===== src/apb_bridge_cfg.svh =====
`ifndef APB_BRIDGE_CFG_SVH
`define APB_BRIDGE_CFG_SVH

// --------------------------------------------------
// Bus widths
// --------------------------------------------------
`define BR_ADDR_W       16
`define BR_DATA_W       32
// One byte enable per data byte
`define BR_BE_W         (`BR_DATA_W / 8)
// Word index drops the two byte-offset bits
`define BR_IDX_W        (`BR_ADDR_W - 2)

// --------------------------------------------------
// Packet word
// --------------------------------------------------
// Command fields take 59 bits, rounded up to a 64-bit word
`define BR_PKT_W        64
`define BR_ID_W         4
// ID stamped into every command by the APB master agent
`define BR_SRC_ID       4'd5

// --------------------------------------------------
// Register bank
// --------------------------------------------------
`define BR_REG_COUNT    16
// Indices from here upward need the debug flag
`define BR_PROT_BASE    12

`endif


===== src/apb_bridge_pkg.sv =====
`include "apb_bridge_cfg.svh"

package apb_bridge_pkg;

    // --------------------------------------------------
    // Response status
    // --------------------------------------------------
    // Upper bit set means error, as on AXI
    typedef enum logic [1:0]
    {
        RESP_OKAY   = 2'b00,
        RESP_SLVERR = 2'b10,
        RESP_DECERR = 2'b11
    } resp_status_e;

    // --------------------------------------------------
    // Packet word views
    // --------------------------------------------------
    // Command as sent by the APB master agent
    typedef struct packed
    {
        // Unused top bits, always zero
        logic [`BR_PKT_W-`BR_ID_W-3-`BR_BE_W-`BR_ADDR_W-`BR_DATA_W-1:0] pad;
        logic [`BR_ID_W-1:0]   src_id;
        // Debug flag rides in the address sideband
        logic                  debug;
        logic                  write;
        logic                  read;
        logic [`BR_BE_W-1:0]   byteen;
        logic [`BR_ADDR_W-1:0] addr;
        logic [`BR_DATA_W-1:0] wdata;
    } cmd_view_t;

    // Response as returned by the packet slave agent
    typedef struct packed
    {
        logic [`BR_PKT_W-`BR_ID_W-2-`BR_DATA_W-1:0] pad;
        // Echo of the command source ID
        logic [`BR_ID_W-1:0]   dest_id;
        resp_status_e          status;
        logic [`BR_DATA_W-1:0] rdata;
    } rsp_view_t;

    // Same word, decoded per direction
    typedef union packed
    {
        cmd_view_t cmd;
        rsp_view_t rsp;
    } pkt_word_u;

endpackage


===== src/apb_bridge_top.sv =====
`timescale 1ns/1ps
`include "apb_bridge_cfg.svh"

module apb_bridge_top
    import apb_bridge_pkg::*;
(
    input  logic                  clk,
    input  logic                  reset,
    // APB port
    input  logic [`BR_ADDR_W-1:0] paddr,
    input  logic                  psel,
    input  logic                  penable,
    input  logic                  pwrite,
    input  logic [`BR_DATA_W-1:0] pwdata,
    input  logic                  pdebug,
    output logic                  pready,
    output logic [`BR_DATA_W-1:0] prdata,
    output logic                  pslverr
);

    // --------------------------------------------------
    // Internal wiring
    // --------------------------------------------------
    // Command path
    logic                  cp_valid;
    logic                  cp_ready;
    logic [`BR_PKT_W-1:0]  cp_data;
    // Response path
    logic                  rp_valid;
    logic [`BR_PKT_W-1:0]  rp_data;
    // Register path
    logic                  reg_en;
    logic                  reg_write;
    logic [`BR_IDX_W-1:0]  reg_index;
    logic [`BR_DATA_W-1:0] reg_wdata;
    logic                  reg_debug;
    logic [`BR_DATA_W-1:0] reg_rdata;
    resp_status_e          reg_status;

    // APB side, builds commands and completes transfers
    apb_master_agent master_agent_i (
        .clk      (clk),
        .reset    (reset),
        .paddr    (paddr),
        .psel     (psel),
        .penable  (penable),
        .pwrite   (pwrite),
        .pwdata   (pwdata),
        .pdebug   (pdebug),
        .pready   (pready),
        .prdata   (prdata),
        .pslverr  (pslverr),
        .cp_valid (cp_valid),
        .cp_ready (cp_ready),
        .cp_data  (cp_data),
        .rp_valid (rp_valid),
        .rp_data  (rp_data)
    );

    // Runs one register access per command
    pkt_slave_agent slave_agent_i (
        .clk        (clk),
        .reset      (reset),
        .cp_valid   (cp_valid),
        .cp_ready   (cp_ready),
        .cp_data    (cp_data),
        .rp_valid   (rp_valid),
        .rp_data    (rp_data),
        .reg_en     (reg_en),
        .reg_write  (reg_write),
        .reg_index  (reg_index),
        .reg_wdata  (reg_wdata),
        .reg_debug  (reg_debug),
        .reg_rdata  (reg_rdata),
        .reg_status (reg_status)
    );

    reg_bank reg_bank_i (
        .clk        (clk),
        .reset      (reset),
        .reg_en     (reg_en),
        .reg_write  (reg_write),
        .reg_index  (reg_index),
        .reg_wdata  (reg_wdata),
        .reg_debug  (reg_debug),
        .reg_rdata  (reg_rdata),
        .reg_status (reg_status)
    );

endmodule


===== src/apb_master_agent.sv =====
`timescale 1ns/1ps
`include "apb_bridge_cfg.svh"

module apb_master_agent
    import apb_bridge_pkg::*;
(
    input  logic                  clk,
    input  logic                  reset,
    // APB slave port
    input  logic [`BR_ADDR_W-1:0] paddr,
    input  logic                  psel,
    input  logic                  penable,
    input  logic                  pwrite,
    input  logic [`BR_DATA_W-1:0] pwdata,
    input  logic                  pdebug,
    output logic                  pready,
    output logic [`BR_DATA_W-1:0] prdata,
    output logic                  pslverr,
    // Command packet out
    output logic                  cp_valid,
    input  logic                  cp_ready,
    output logic [`BR_PKT_W-1:0]  cp_data,
    // Response packet in, no ready
    input  logic                  rp_valid,
    input  logic [`BR_PKT_W-1:0]  rp_data
);

    // --------------------------------------------------
    // Controller
    // --------------------------------------------------
    typedef enum logic [1:0]
    {
        IDLE,
        SEND,
        WAIT
    } state_e;

    state_e    state;
    state_e    next_state;
    pkt_word_u cmd_word;
    pkt_word_u rsp_word;
    logic      err_q;

    always_ff @(posedge clk or posedge reset)
    begin
        if (reset)
            state <= IDLE;
        else
            state <= next_state;
    end

    always_comb
    begin
        next_state = state;
        case (state)
            IDLE:
                if (psel)
                    next_state = SEND;
            // Hold the command until the slave agent takes it
            SEND:
                if (cp_ready)
                    next_state = WAIT;
            // Transfer ends when the APB master drops penable
            // A new setup phase in that cycle starts the next command directly
            WAIT:
                if (!penable)
                    next_state = psel ? SEND : IDLE;
            default:
                next_state = IDLE;
        endcase
    end

    assign cp_valid = (state == SEND);

    // --------------------------------------------------
    // Command build
    // --------------------------------------------------
    // APB holds address and data for the whole transfer
    always_comb
    begin
        cmd_word            = '0;
        cmd_word.cmd.src_id = `BR_SRC_ID;
        cmd_word.cmd.debug  = pdebug;
        cmd_word.cmd.write  = pwrite;
        cmd_word.cmd.read   = !pwrite;
        // Full-word accesses only
        cmd_word.cmd.byteen = '1;
        cmd_word.cmd.addr   = paddr;
        cmd_word.cmd.wdata  = pwdata;
    end

    assign cp_data  = cmd_word;
    assign rsp_word = rp_data;

    // --------------------------------------------------
    // APB completion
    // --------------------------------------------------
    always_ff @(posedge clk or posedge reset)
    begin
        if (reset)
        begin
            prdata <= '0;
            err_q  <= 1'b0;
            pready <= 1'b0;
        end
        else
        begin
            // pready follows the response strobe by one cycle
            pready <= rp_valid;
            if (rp_valid)
            begin
                prdata <= rsp_word.rsp.rdata;
                err_q  <= (rsp_word.rsp.status != RESP_OKAY);
            end
        end
    end

    // Error only shown during the completion cycle
    assign pslverr = pready ? err_q : 1'b0;

    // Stalled command must not change under the slave agent
    a_cp_stable: assert property (@(posedge clk) disable iff (reset)
        (cp_valid && !cp_ready) |=> (cp_valid && $stable(cp_data)));

endmodule


===== src/pkt_slave_agent.sv =====
`timescale 1ns/1ps
`include "apb_bridge_cfg.svh"

module pkt_slave_agent
    import apb_bridge_pkg::*;
(
    input  logic                  clk,
    input  logic                  reset,
    // Command packet in
    input  logic                  cp_valid,
    output logic                  cp_ready,
    input  logic [`BR_PKT_W-1:0]  cp_data,
    // Response packet out, one-cycle strobe
    output logic                  rp_valid,
    output logic [`BR_PKT_W-1:0]  rp_data,
    // Register access
    output logic                  reg_en,
    output logic                  reg_write,
    output logic [`BR_IDX_W-1:0]  reg_index,
    output logic [`BR_DATA_W-1:0] reg_wdata,
    output logic                  reg_debug,
    input  logic [`BR_DATA_W-1:0] reg_rdata,
    input  resp_status_e          reg_status
);

    // --------------------------------------------------
    // Command holding
    // --------------------------------------------------
    pkt_word_u cmd_q;
    pkt_word_u rsp_word;
    logic      held_q;
    logic      accept;

    // One command at a time, so ready is just "nothing held"
    assign cp_ready = !held_q;
    assign accept   = cp_valid && cp_ready;

    // Payload capture on acceptance
    always_ff @(posedge clk)
    begin
        if (accept)
            cmd_q <= cp_data;
    end

    always_ff @(posedge clk or posedge reset)
    begin
        if (reset)
        begin
            held_q   <= 1'b0;
            rp_valid <= 1'b0;
        end
        else
        begin
            // Register access happens in the cycle right after acceptance
            rp_valid <= reg_en;
            if (accept)
                held_q <= 1'b1;
            // Released once the response strobe has gone out
            else if (rp_valid)
                held_q <= 1'b0;
        end
    end

    // --------------------------------------------------
    // Register access
    // --------------------------------------------------
    // Access cycle is the held cycle before the response
    assign reg_en    = held_q && !rp_valid;
    assign reg_write = cmd_q.cmd.write;
    // Byte offset bits dropped, range left to the bank
    assign reg_index = cmd_q.cmd.addr[`BR_ADDR_W-1:2];
    assign reg_wdata = cmd_q.cmd.wdata;
    assign reg_debug = cmd_q.cmd.debug;

    // --------------------------------------------------
    // Response build
    // --------------------------------------------------
    always_comb
    begin
        rsp_word             = '0;
        rsp_word.rsp.dest_id = cmd_q.cmd.src_id;
        rsp_word.rsp.status  = reg_status;
        rsp_word.rsp.rdata   = reg_rdata;
    end

    // Bank result sampled at the end of the access cycle
    always_ff @(posedge clk)
    begin
        if (reg_en)
            rp_data <= rsp_word;
    end

    // Strobe, never two cycles back to back
    a_rp_single: assert property (@(posedge clk) disable iff (reset)
        rp_valid |=> !rp_valid);

    // Access only for a held command, straight after its acceptance
    a_en_held: assert property (@(posedge clk) disable iff (reset)
        reg_en |-> (held_q && $past(cp_valid && cp_ready)));

endmodule


===== src/reg_bank.sv =====
`timescale 1ns/1ps
`include "apb_bridge_cfg.svh"

module reg_bank
    import apb_bridge_pkg::*;
(
    input  logic                  clk,
    input  logic                  reset,
    input  logic                  reg_en,
    input  logic                  reg_write,
    input  logic [`BR_IDX_W-1:0]  reg_index,
    input  logic [`BR_DATA_W-1:0] reg_wdata,
    input  logic                  reg_debug,
    output logic [`BR_DATA_W-1:0] reg_rdata,
    output resp_status_e          reg_status
);

    localparam int SEL_W = $clog2(`BR_REG_COUNT);

    logic [`BR_DATA_W-1:0] regs [`BR_REG_COUNT];
    logic [SEL_W-1:0]      reg_sel;

    // Only meaningful once the range check has passed
    assign reg_sel = reg_index[SEL_W-1:0];

    // --------------------------------------------------
    // Decode and protection
    // --------------------------------------------------
    always_comb
    begin
        // Out of range wins over protection
        if (reg_index >= `BR_REG_COUNT)
            reg_status = RESP_DECERR;
        else if ((reg_index >= `BR_PROT_BASE) && !reg_debug)
            reg_status = RESP_SLVERR;
        else
            reg_status = RESP_OKAY;
    end

    // --------------------------------------------------
    // Storage
    // --------------------------------------------------
    always_ff @(posedge clk or posedge reset)
    begin
        if (reset)
        begin
            for (int i = 0; i < `BR_REG_COUNT; i++)
                regs[i] <= '0;
        end
        // Rejected writes leave the bank untouched
        else if (reg_en && reg_write && (reg_status == RESP_OKAY))
        begin
            regs[reg_sel] <= reg_wdata;
        end
    end

    // Zero for writes and for any error
    always_comb
    begin
        if ((reg_status == RESP_OKAY) && !reg_write)
            reg_rdata = regs[reg_sel];
        else
            reg_rdata = '0;
    end

    // Index comes from the slave agent's held command
    a_index_known: assert property (@(posedge clk) disable iff (reset)
        reg_en |-> !$isunknown(reg_index));

endmodule

===== config.mk =====
export PLATFORM = sky130hd
export DESIGN_NAME = apb_bridge_top
export DESIGN_NICKNAME = d
export VERILOG_FILES = /design/src/apb_bridge_pkg.sv /design/src/apb_bridge_top.sv /design/src/apb_master_agent.sv /design/src/pkt_slave_agent.sv /design/src/reg_bank.sv
export VERILOG_INCLUDE_DIRS = /design/src /design/src/src
export SDC_FILE = /design/constraint.sdc
export NUM_CORES = 1
export LEC_CHECK = 0
export ABC_AREA = 1
export BUFFER_PORTS_ARGS = -buffer_cell sky130_fd_sc_hd__buf_2
export CAP_MARGIN = 20
export CORE_UTILIZATION = 35
export DETAILED_ROUTE_END_ITERATION = 10
export SKIP_LAST_GASP = 1
export SLEW_MARGIN = 15
export SYNTH_ARGS = -nofsm -noshare
export SYNTH_HDL_FRONTEND = slang
export SYNTH_SLANG_ARGS = --single-unit

===== constraint.sdc =====
create_clock -name clk -period 16.6 [get_ports clk]
set_clock_uncertainty 0.15 [all_clocks]
set_input_delay 0.83 -clock clk [delete_from_list [all_inputs] [get_ports clk]]
set_output_delay 0.83 -clock clk [all_outputs]
set_load 0.02 [all_outputs]

==> results of run 1 <==
==> through the flow <==
| step | hold WS, ps | instances |
|---|---|---|
| after floorplan | 199 | 4070 |
| after global placement | 307 | 4989 |
| after detailed placement | 316 | 4991 |
| after CTS | 211 | 5110 |
| after global routing | 220 | 5111 |
| final | 187 | 5111 |
==> flip-flops by register name (all words and copies together) (netlist names) <==
signal / cells
reg_bank_i.regs: 512
master_agent_i.prdata: 32
slave_agent_i.cmd_q: 48
slave_agent_i.held_q: 1
master_agent_i.err_q: 1
master_agent_i.state: 2
slave_agent_i.rp_valid: 1
slave_agent_i.rp_data: 34
master_agent_i.pready: 1
==> cells by family (layout without fill, tap and decap cells) <==
family,after synthesis,in the layout
simple gates,3004,3004
flops,632,632
buf+inv,399,275
mux,32,32
compound gates,3,3
==> cell usage after synthesis (all sizes together) (2+ instances only) <==
cell	n
dfrtp	550
nand2	2381
clkbuf	188
inv	18
edfxtp	82
nand3	2
buf	193
nand4	528
mux2	32
nor3	2
nor2	90
==> power by group through the flow <==
stage	registers, W	logic, W	clock network [W]
2_1_floorplan	0.00181	0.000524	0
5_1_grt	0.00185	0.000830	0.00163
3_5_place_dp	0.00187	0.000782	0
6_report	0.00184	0.000797	0.00156
3_3_place_gp	0.00187	0.000777	0
4_1_cts	0.00184	0.000783	0.00158
==> worst paths after layout <==
kind,from,endpoint,slack [ps],cells past startpoint
min in group clk,pwdata[25],slave_agent_i.cmd_q[25],240,1
max,slave_agent_i.cmd_q[36],reg_bank_i.regs[119],11780,9
min reg2reg,reg_bank_i.regs[488],reg_bank_i.regs[488],330,2
max in group asynchronous,reset,reg_bank_i.regs[135],12740,5
max reg2reg,slave_agent_i.cmd_q[36],reg_bank_i.regs[119],11780,9
min,reset,reg_bank_i.regs[348],190,2
==> cell type report <==
type / count / area [µm²]
Timing Repair Buffer: 138 / 921
Sequential cell: 632 / 16200
Tap cell: 1165 / 1460
Clock buffer: 101 / 2020
Inverter: 18 / 85.1
Fill cell: 9198 / 54100
Multi-Input combinational cell: 3039 / 13300
Clock inverter: 18 / 221
==> metal layers <==
layer	global-route usage, %	up-vias	wire, µm
li1	-	12800	-
met1	35.1	13700	47700
met3	4.41	138	10700
met4	5.95	0	2100
met2	34.9	1401	46500
met5	0	-	0
==> worst max-delay path: stages (launching register included) <==
cell	delay [ps]
edfxtp_1	440
nand2_1	390
nor2_1	140
nor3_2	170
buf_4	360
buf_12	740
buf_4	810
buf_4	960
nand4_1	200
nand2_1	110
==> run_results.csv, run 1 <==
group,metric,value,unit
route,viasPerCell,5.48,
floorplanning,coreArea,88400,µm²
power_and_ir_drop,p_int,0.00274,W
timing,setup_tns,0,ps
placement,port_buffers,85,
synth,syn_avg_cell_area,7.66,µm²
synth,synthSimpleGateAreaFrac,41.0,%
floorplanning,fp.dieH,300,µm
route,ant_nets,0,
synth,muxShareOfSynthArea,1.16,%
synth,synth_fp_nets,4124,
floorplanning,row_count,109,
route,vias,28000,
synth,synth-xor-area-share,0,%
finish,fin_nets,3949,
placement,place_ws,11940,ps
critical_path,cp-end-kind,"flop",
critical_path,cp_data_required_time,17010,ps
floorplanning,fp.dieW,300,µm
finish,final_common_cell,"nand2_1",
global_routing,grt_pass1_vias,26300,
clock_network,clk_path_buf_depth,3,
synth,synthFlopType,"dfrtp_1",
critical_path,worstPathArrival,5220,ps
worst_hold_path,hold_path_class,"in -> async",
route,post_drt_wl_per_cell,20.9,µm
synth,synth.area.top_cells,"dfrtp_1 44%, nand2_1 29%, nand4_1 10%",
power_and_ir_drop,ir_worst_vdd,0.139,mV
synth,synth.cell_area,31200,µm²
global_routing,grt_first_pass_wirelength,164,mm
clock_network,htree_levels,3,
power_and_ir_drop,fin_total_pwr,0.00420,W
floorplanning,dieArea,90300,µm²
job,drv_cap,0,
floorplanning,start_util,35.3,%
clock_network,cts_hold_buf,0,
global_routing,track_usage,23.5,%
clock_network,clockRootBuffer,"clkbuf_16",
timing,hold_viol_final,0,
floorplanning,ios,88,
clock_network,cts_resized,0,
clock_network,cts_tree,"yes",
route,drtIter0Drc,3736,
timing,finalSetupViolCount,0,
timing,slew_viol_final,0,
power_and_ir_drop,p_comb_share,19.0,%
finish,areaGrowthSynthToFinish,9.80,%
synth,synthCells,4070,
synth,synth_top_family_by_area,"simple AND/OR/NAND/NOR gates",
timing,layout_setup_ws,11780,ps
finish,final_util,38.7,%
clock_network,insertion_delay,620,ps
finish,final_cell_mix,"2381 x nand2_1, 550 x dfrtp_1, 516 x nand4_1, 85 x buf_2, 82 x edfxtp_1",
timing,tightest_slew,1130,ps
route,routed_wl,107,mm
clock_network,cts.clk_slew.worst_paths,60,ps
clock_network,cts_post_setup_buffers_inserted,0,
power_and_ir_drop,power.density,123,nW/µm²
synth,synth_seq_cells,632,
global_routing,grt_remaining_overflow,0,
synth,synth_compound_area_share,0.0562,%
synth,async_reset_ff_share,87.0,%
placement,dpl.hpwl,51.7,mm
critical_path,critPathLaunchType,"flop",
placement,gp_congestion,0.783,
outcome,outcome,"finished, final reports clean",
critical_path,crit_type,"reg -> reg",
power_and_ir_drop,power_frac_clock,37.1,%
timing,period_share,29.0,%
global_routing,grt_max_degree,225,
placement,postPlaceCellArea,32000,µm²
route,drc_errors,0,
synth,yosys.area.top_type,"dfrtp_1",
synth,synth_cell_type_count,23,
power_and_ir_drop,p_leak,18.4,nW
synth,ys_warn_count,0,
finish,drive_above_1_share,7.78,%
global_routing,antenna_found_initial,3,
synth,synth_edf_count,82,
power_and_ir_drop,swShare,34.7,%
clock_network,cts_buffers,66,
synth,seq_area_frac_synth,52.0,%
timing,fin_crit,4820,ps
timing,clock.fmax,208,MHz
timing,relSlewSlack,24.8,%
synth,yosys.area.top_type_share,44.1,%
route,firstDrtPassIters,5,
critical_path,critical_path.max_fanout,224,
synth,synthAdderAreaFrac,0,%
power_and_ir_drop,netSwitchingPower,0.00146,W
clock_network,clkSinkCount,632,
power_and_ir_drop,power_frac_seq,43.9,%
finish,insertedDiodeCount,0,
finish,final_area,34200,µm²
timing,rsz0062_at_grt,"false",
No activity file was read; power rests on OpenSTA's default activity.
==> run 2: changes to the inputs <==
--- a/config.mk
+++ b/config.mk
@@ -6,7 +6,7 @@
 export SDC_FILE = /design/constraint.sdc
 export NUM_CORES = 1
 export LEC_CHECK = 0
-export ABC_AREA = 1
+export ABC_AREA = 0
 export BUFFER_PORTS_ARGS = -buffer_cell sky130_fd_sc_hd__buf_2
 export CAP_MARGIN = 20
 export CORE_UTILIZATION = 35
==> constraint.sdc (replaced) <==
create_clock -name clk -period 5 [get_ports clk]
set_clock_uncertainty 0.15 [all_clocks]
set_input_delay 0.25 -clock clk [delete_from_list [all_inputs] [get_ports clk]]
set_output_delay 0.25 -clock clk [all_outputs]
set_load 0.02 [all_outputs]
==> run_results.csv, run 2 <==
group,metric,value,unit
synth,ys_warn_count,0,
finish,ff_latch_area,16200,µm²
synth,synth_seq_cells,632,
global_routing,antenna_found_initial,0,
finish,nFillCells,6847,
critical_path,worstPathArrival,3670,ps
critical_path,crit_cells,5,
finish,largest_registers,"reg_bank_i.regs: 512 flops, slave_agent_i.cmd_q: 48 flops, slave_agent_i.rp_data: 34 flops",
timing,fin_crit,3500,ps
critical_path,endpoint,"slave_agent_i.rp_data[29]",
clock_network,cts_hold_buf,52,
synth,synth_cell_type_count,33,
placement,gp_congestion,0.690,
floorplanning,dieArea,79000,µm²
worst_hold_path,hold_path_class,"in -> async",
finish,insertedDiodeCount,0,
power_and_ir_drop,fin_total_pwr,0.0128,W
critical_path,crit_path_start,"slave_agent_i.cmd_q[40]",
critical_path,regToRegSetupSlack,1500,ps
critical_path,cp_data_required_time,5170,ps
critical_path,path_buf_inv,1,
finish,drive_above_1_share,53.1,%
placement,dpl.hpwl,35.8,mm
clock_network,clockRootBuffer,"clkbuf_16",
global_routing,grt_first_pass_wirelength,101,mm
power_and_ir_drop,p_leak,14.7,nW
global_routing,track_usage,17.0,%
finish,final_util,41.5,%
clock_network,clkSinkCount,632,
critical_path,critPathLaunchType,"flop",
clock_network,cts_post_setup_buffers_inserted,0,
synth,synth.cell_area,27300,µm²
power_and_ir_drop,ir_worst_vdd,0.473,mV
global_routing,grt_pass1_vias,16100,
placement,place_ws,1610,ps
floorplanning,row_count,101,
critical_path,r2r_end,"slave_agent_i.rp_data[29]",
timing,layout_setup_ws,1500,ps
synth,async_reset_ff_share,87.0,%
timing,rsz0062_at_grt,"false",
finish,fin_cells,2823,
clock_network,htree_levels,3,
critical_path,crit_family,"simple AND/OR/NAND/NOR gates",
finish,final_common_cell,"dfrtp_1",
synth,synth_fp_nets,1676,
route,post_drt_wl_per_cell,22.9,µm
clock_network,insertion_delay,600,ps
critical_path,worst-r2r-cell-count,5,
synth,yosysMostFrequentCell,"dfrtp_1",
synth,seq_area_frac_synth,59.5,%
critical_path,crit_chain,"nor2_1 > nand3_1 > or3_1 > buf_4 > o21ai_0",
timing,relSlewSlack,23.8,%
synth,syn_avg_cell_area,16.8,µm²
floorplanning,ios,88,
synth,yosys.area.top_type,"dfrtp_1",
timing,clock.fmax,285,MHz
route,drtIter0Drc,794,
placement,port_buffers,85,
timing,whs,170,ps
route,viasPerCell,5.18,
critical_path,crit_type,"reg -> reg",
synth,synth.area.top_cells,"dfrtp_1 51%, mux2_2 22%, mux4_2 11%",
timing,period_share,70.1,%
critical_path,critical_path.max_fanout,11,
global_routing,grt_remaining_overflow,0,
job,drv_cap,0,
critical_path,timing.rr.start,"slave_agent_i.cmd_q[40]",
clock_network,clk_path_buf_depth,3,
clock_network,cts_resized,0,
global_routing,grt_max_degree,141,
floorplanning,start_util,35.6,%
route,vias,14600,
route,ant_nets,0,
route,routed_wl,64.6,mm
finish,areaGrowthSynthToFinish,16.3,%
synth,synthCells,1622,
route,drc_errors,0,
floorplanning,fp.dieW,281,µm
outcome,outcome,"finished, final reports clean",
clock_network,cts_buffers,70,
finish,fin_nets,1791,
critical_path,slowest_delay,790,ps
timing,hold_viol_final,0,
timing,finalSetupViolCount,0,
finish,multi_input_area,10500,µm²
placement,place_inst,2643,
finish,final_cell_mix,"549 x dfrtp_1, 537 x mux2_2, 128 x mux4_2, 85 x buf_2, 82 x edfxtp_1",
synth,synth_edf_count,82,
synth,synth_commonest_cells,"550 x dfrtp_1, 537 x mux2_2, 128 x mux4_2, 82 x edfxtp_1, 61 x clkbuf_1",
finish,top_register,"reg_bank_i.regs",
floorplanning,coreArea,76500,µm²
power_and_ir_drop,power.density,403,nW/µm²
critical_path,cp-end-kind,"flop",
route,firstDrtPassIters,5,
timing,tightest_slew,1140,ps
clock_network,cts.clk_slew.worst_paths,60,ps
synth,synthFlopType,"dfrtp_1",
clock_network,cts_tree,"yes",
floorplanning,fp.dieH,281,µm
synth,yosys.area.top_type_share,50.5,%
critical_path,crit_slowest_cell,"or3_1",
finish,largest_register_ffs,512,
timing,slew_viol_final,0,
run 2: cell families after synthesis:
| kind of cell | Yosys count | share of synthesized area, % |
|---|---|---|
| buf+inv | 137 | 2.24 |
| simple gates | 81 | 1.59 |
| mux | 736 | 36.0 |
| flops | 632 | 59.5 |
| compound gates | 36 | 0.670 |
run 2: final cells by class:
cell class | instances | share of cell area [%]
inverter | 4 | 0.0592
clock inverter | 21 | 0.548
multi-input combinational | 853 | 33.1
tap | 1030 | 4.06
timing repair buffer | 176 | 4.34
sequential | 632 | 51.2
clock buffer | 107 | 6.66
run 2: worst reg2reg max path, delay by kind of cell, from the launching register on:
kind	cells	cell delay [ps]
simple gates	3	1760
compound gates	1	570
buf+inv	1	380
flops	1	350
run 2: layer usage:
| layer | share of wire [%] | routed length, µm | vias to the layer above | global-route usage, % |
|---|---|---|---|---|
| met5 | 0 | 0 | - | 0 |
| met4 | 2.4 | 1580 | 0 | 5.81 |
| met3 | 3.5 | 2270 | 100 | 2.39 |
| met2 | 47 | 30300 | 268 | 26.8 |
| met1 | 47 | 30400 | 8001 | 24.1 |
| li1 | - | - | 6259 | - |
run 2: stage by stage:
stage / setup TNS (ps) / cell area [µm²]
floorplan: -1586120 / 27300
CTS: 0 / 31700
finish: 0 / 31700
global route: 0 / 31700
detailed placement: 0 / 28900
global placement: 0 / 28900
run 2: report_power, final:
| part | leakage (nW) | internal, W | switching (W) | total (W) |
|---|---|---|---|---|
| clock network | 1.13 | 0.00302 | 0.00207 | 0.00509 |
| registers | 8.39 | 0.00563 | 0.000399 | 0.00603 |
| logic | 5.23 | 0.000606 | 0.00105 | 0.00165 |
| total | 14.7 | 0.00926 | 0.00351 | 0.0128 |
run 2: worst min path at each step:
stage,start,endpoint,slack (ps)
6_report,reset,master_agent_i.prdata[6],170
5_1_grt,pwdata[23],slave_agent_i.cmd_q[23],180
4_1_cts,pwdata[24],slave_agent_i.cmd_q[24],160
3_5_place_dp,reset,master_agent_i.prdata[8],260
3_3_place_gp,reset,master_agent_i.prdata[7],260
2_1_floorplan,pwdata[0],slave_agent_i.cmd_q[0],200
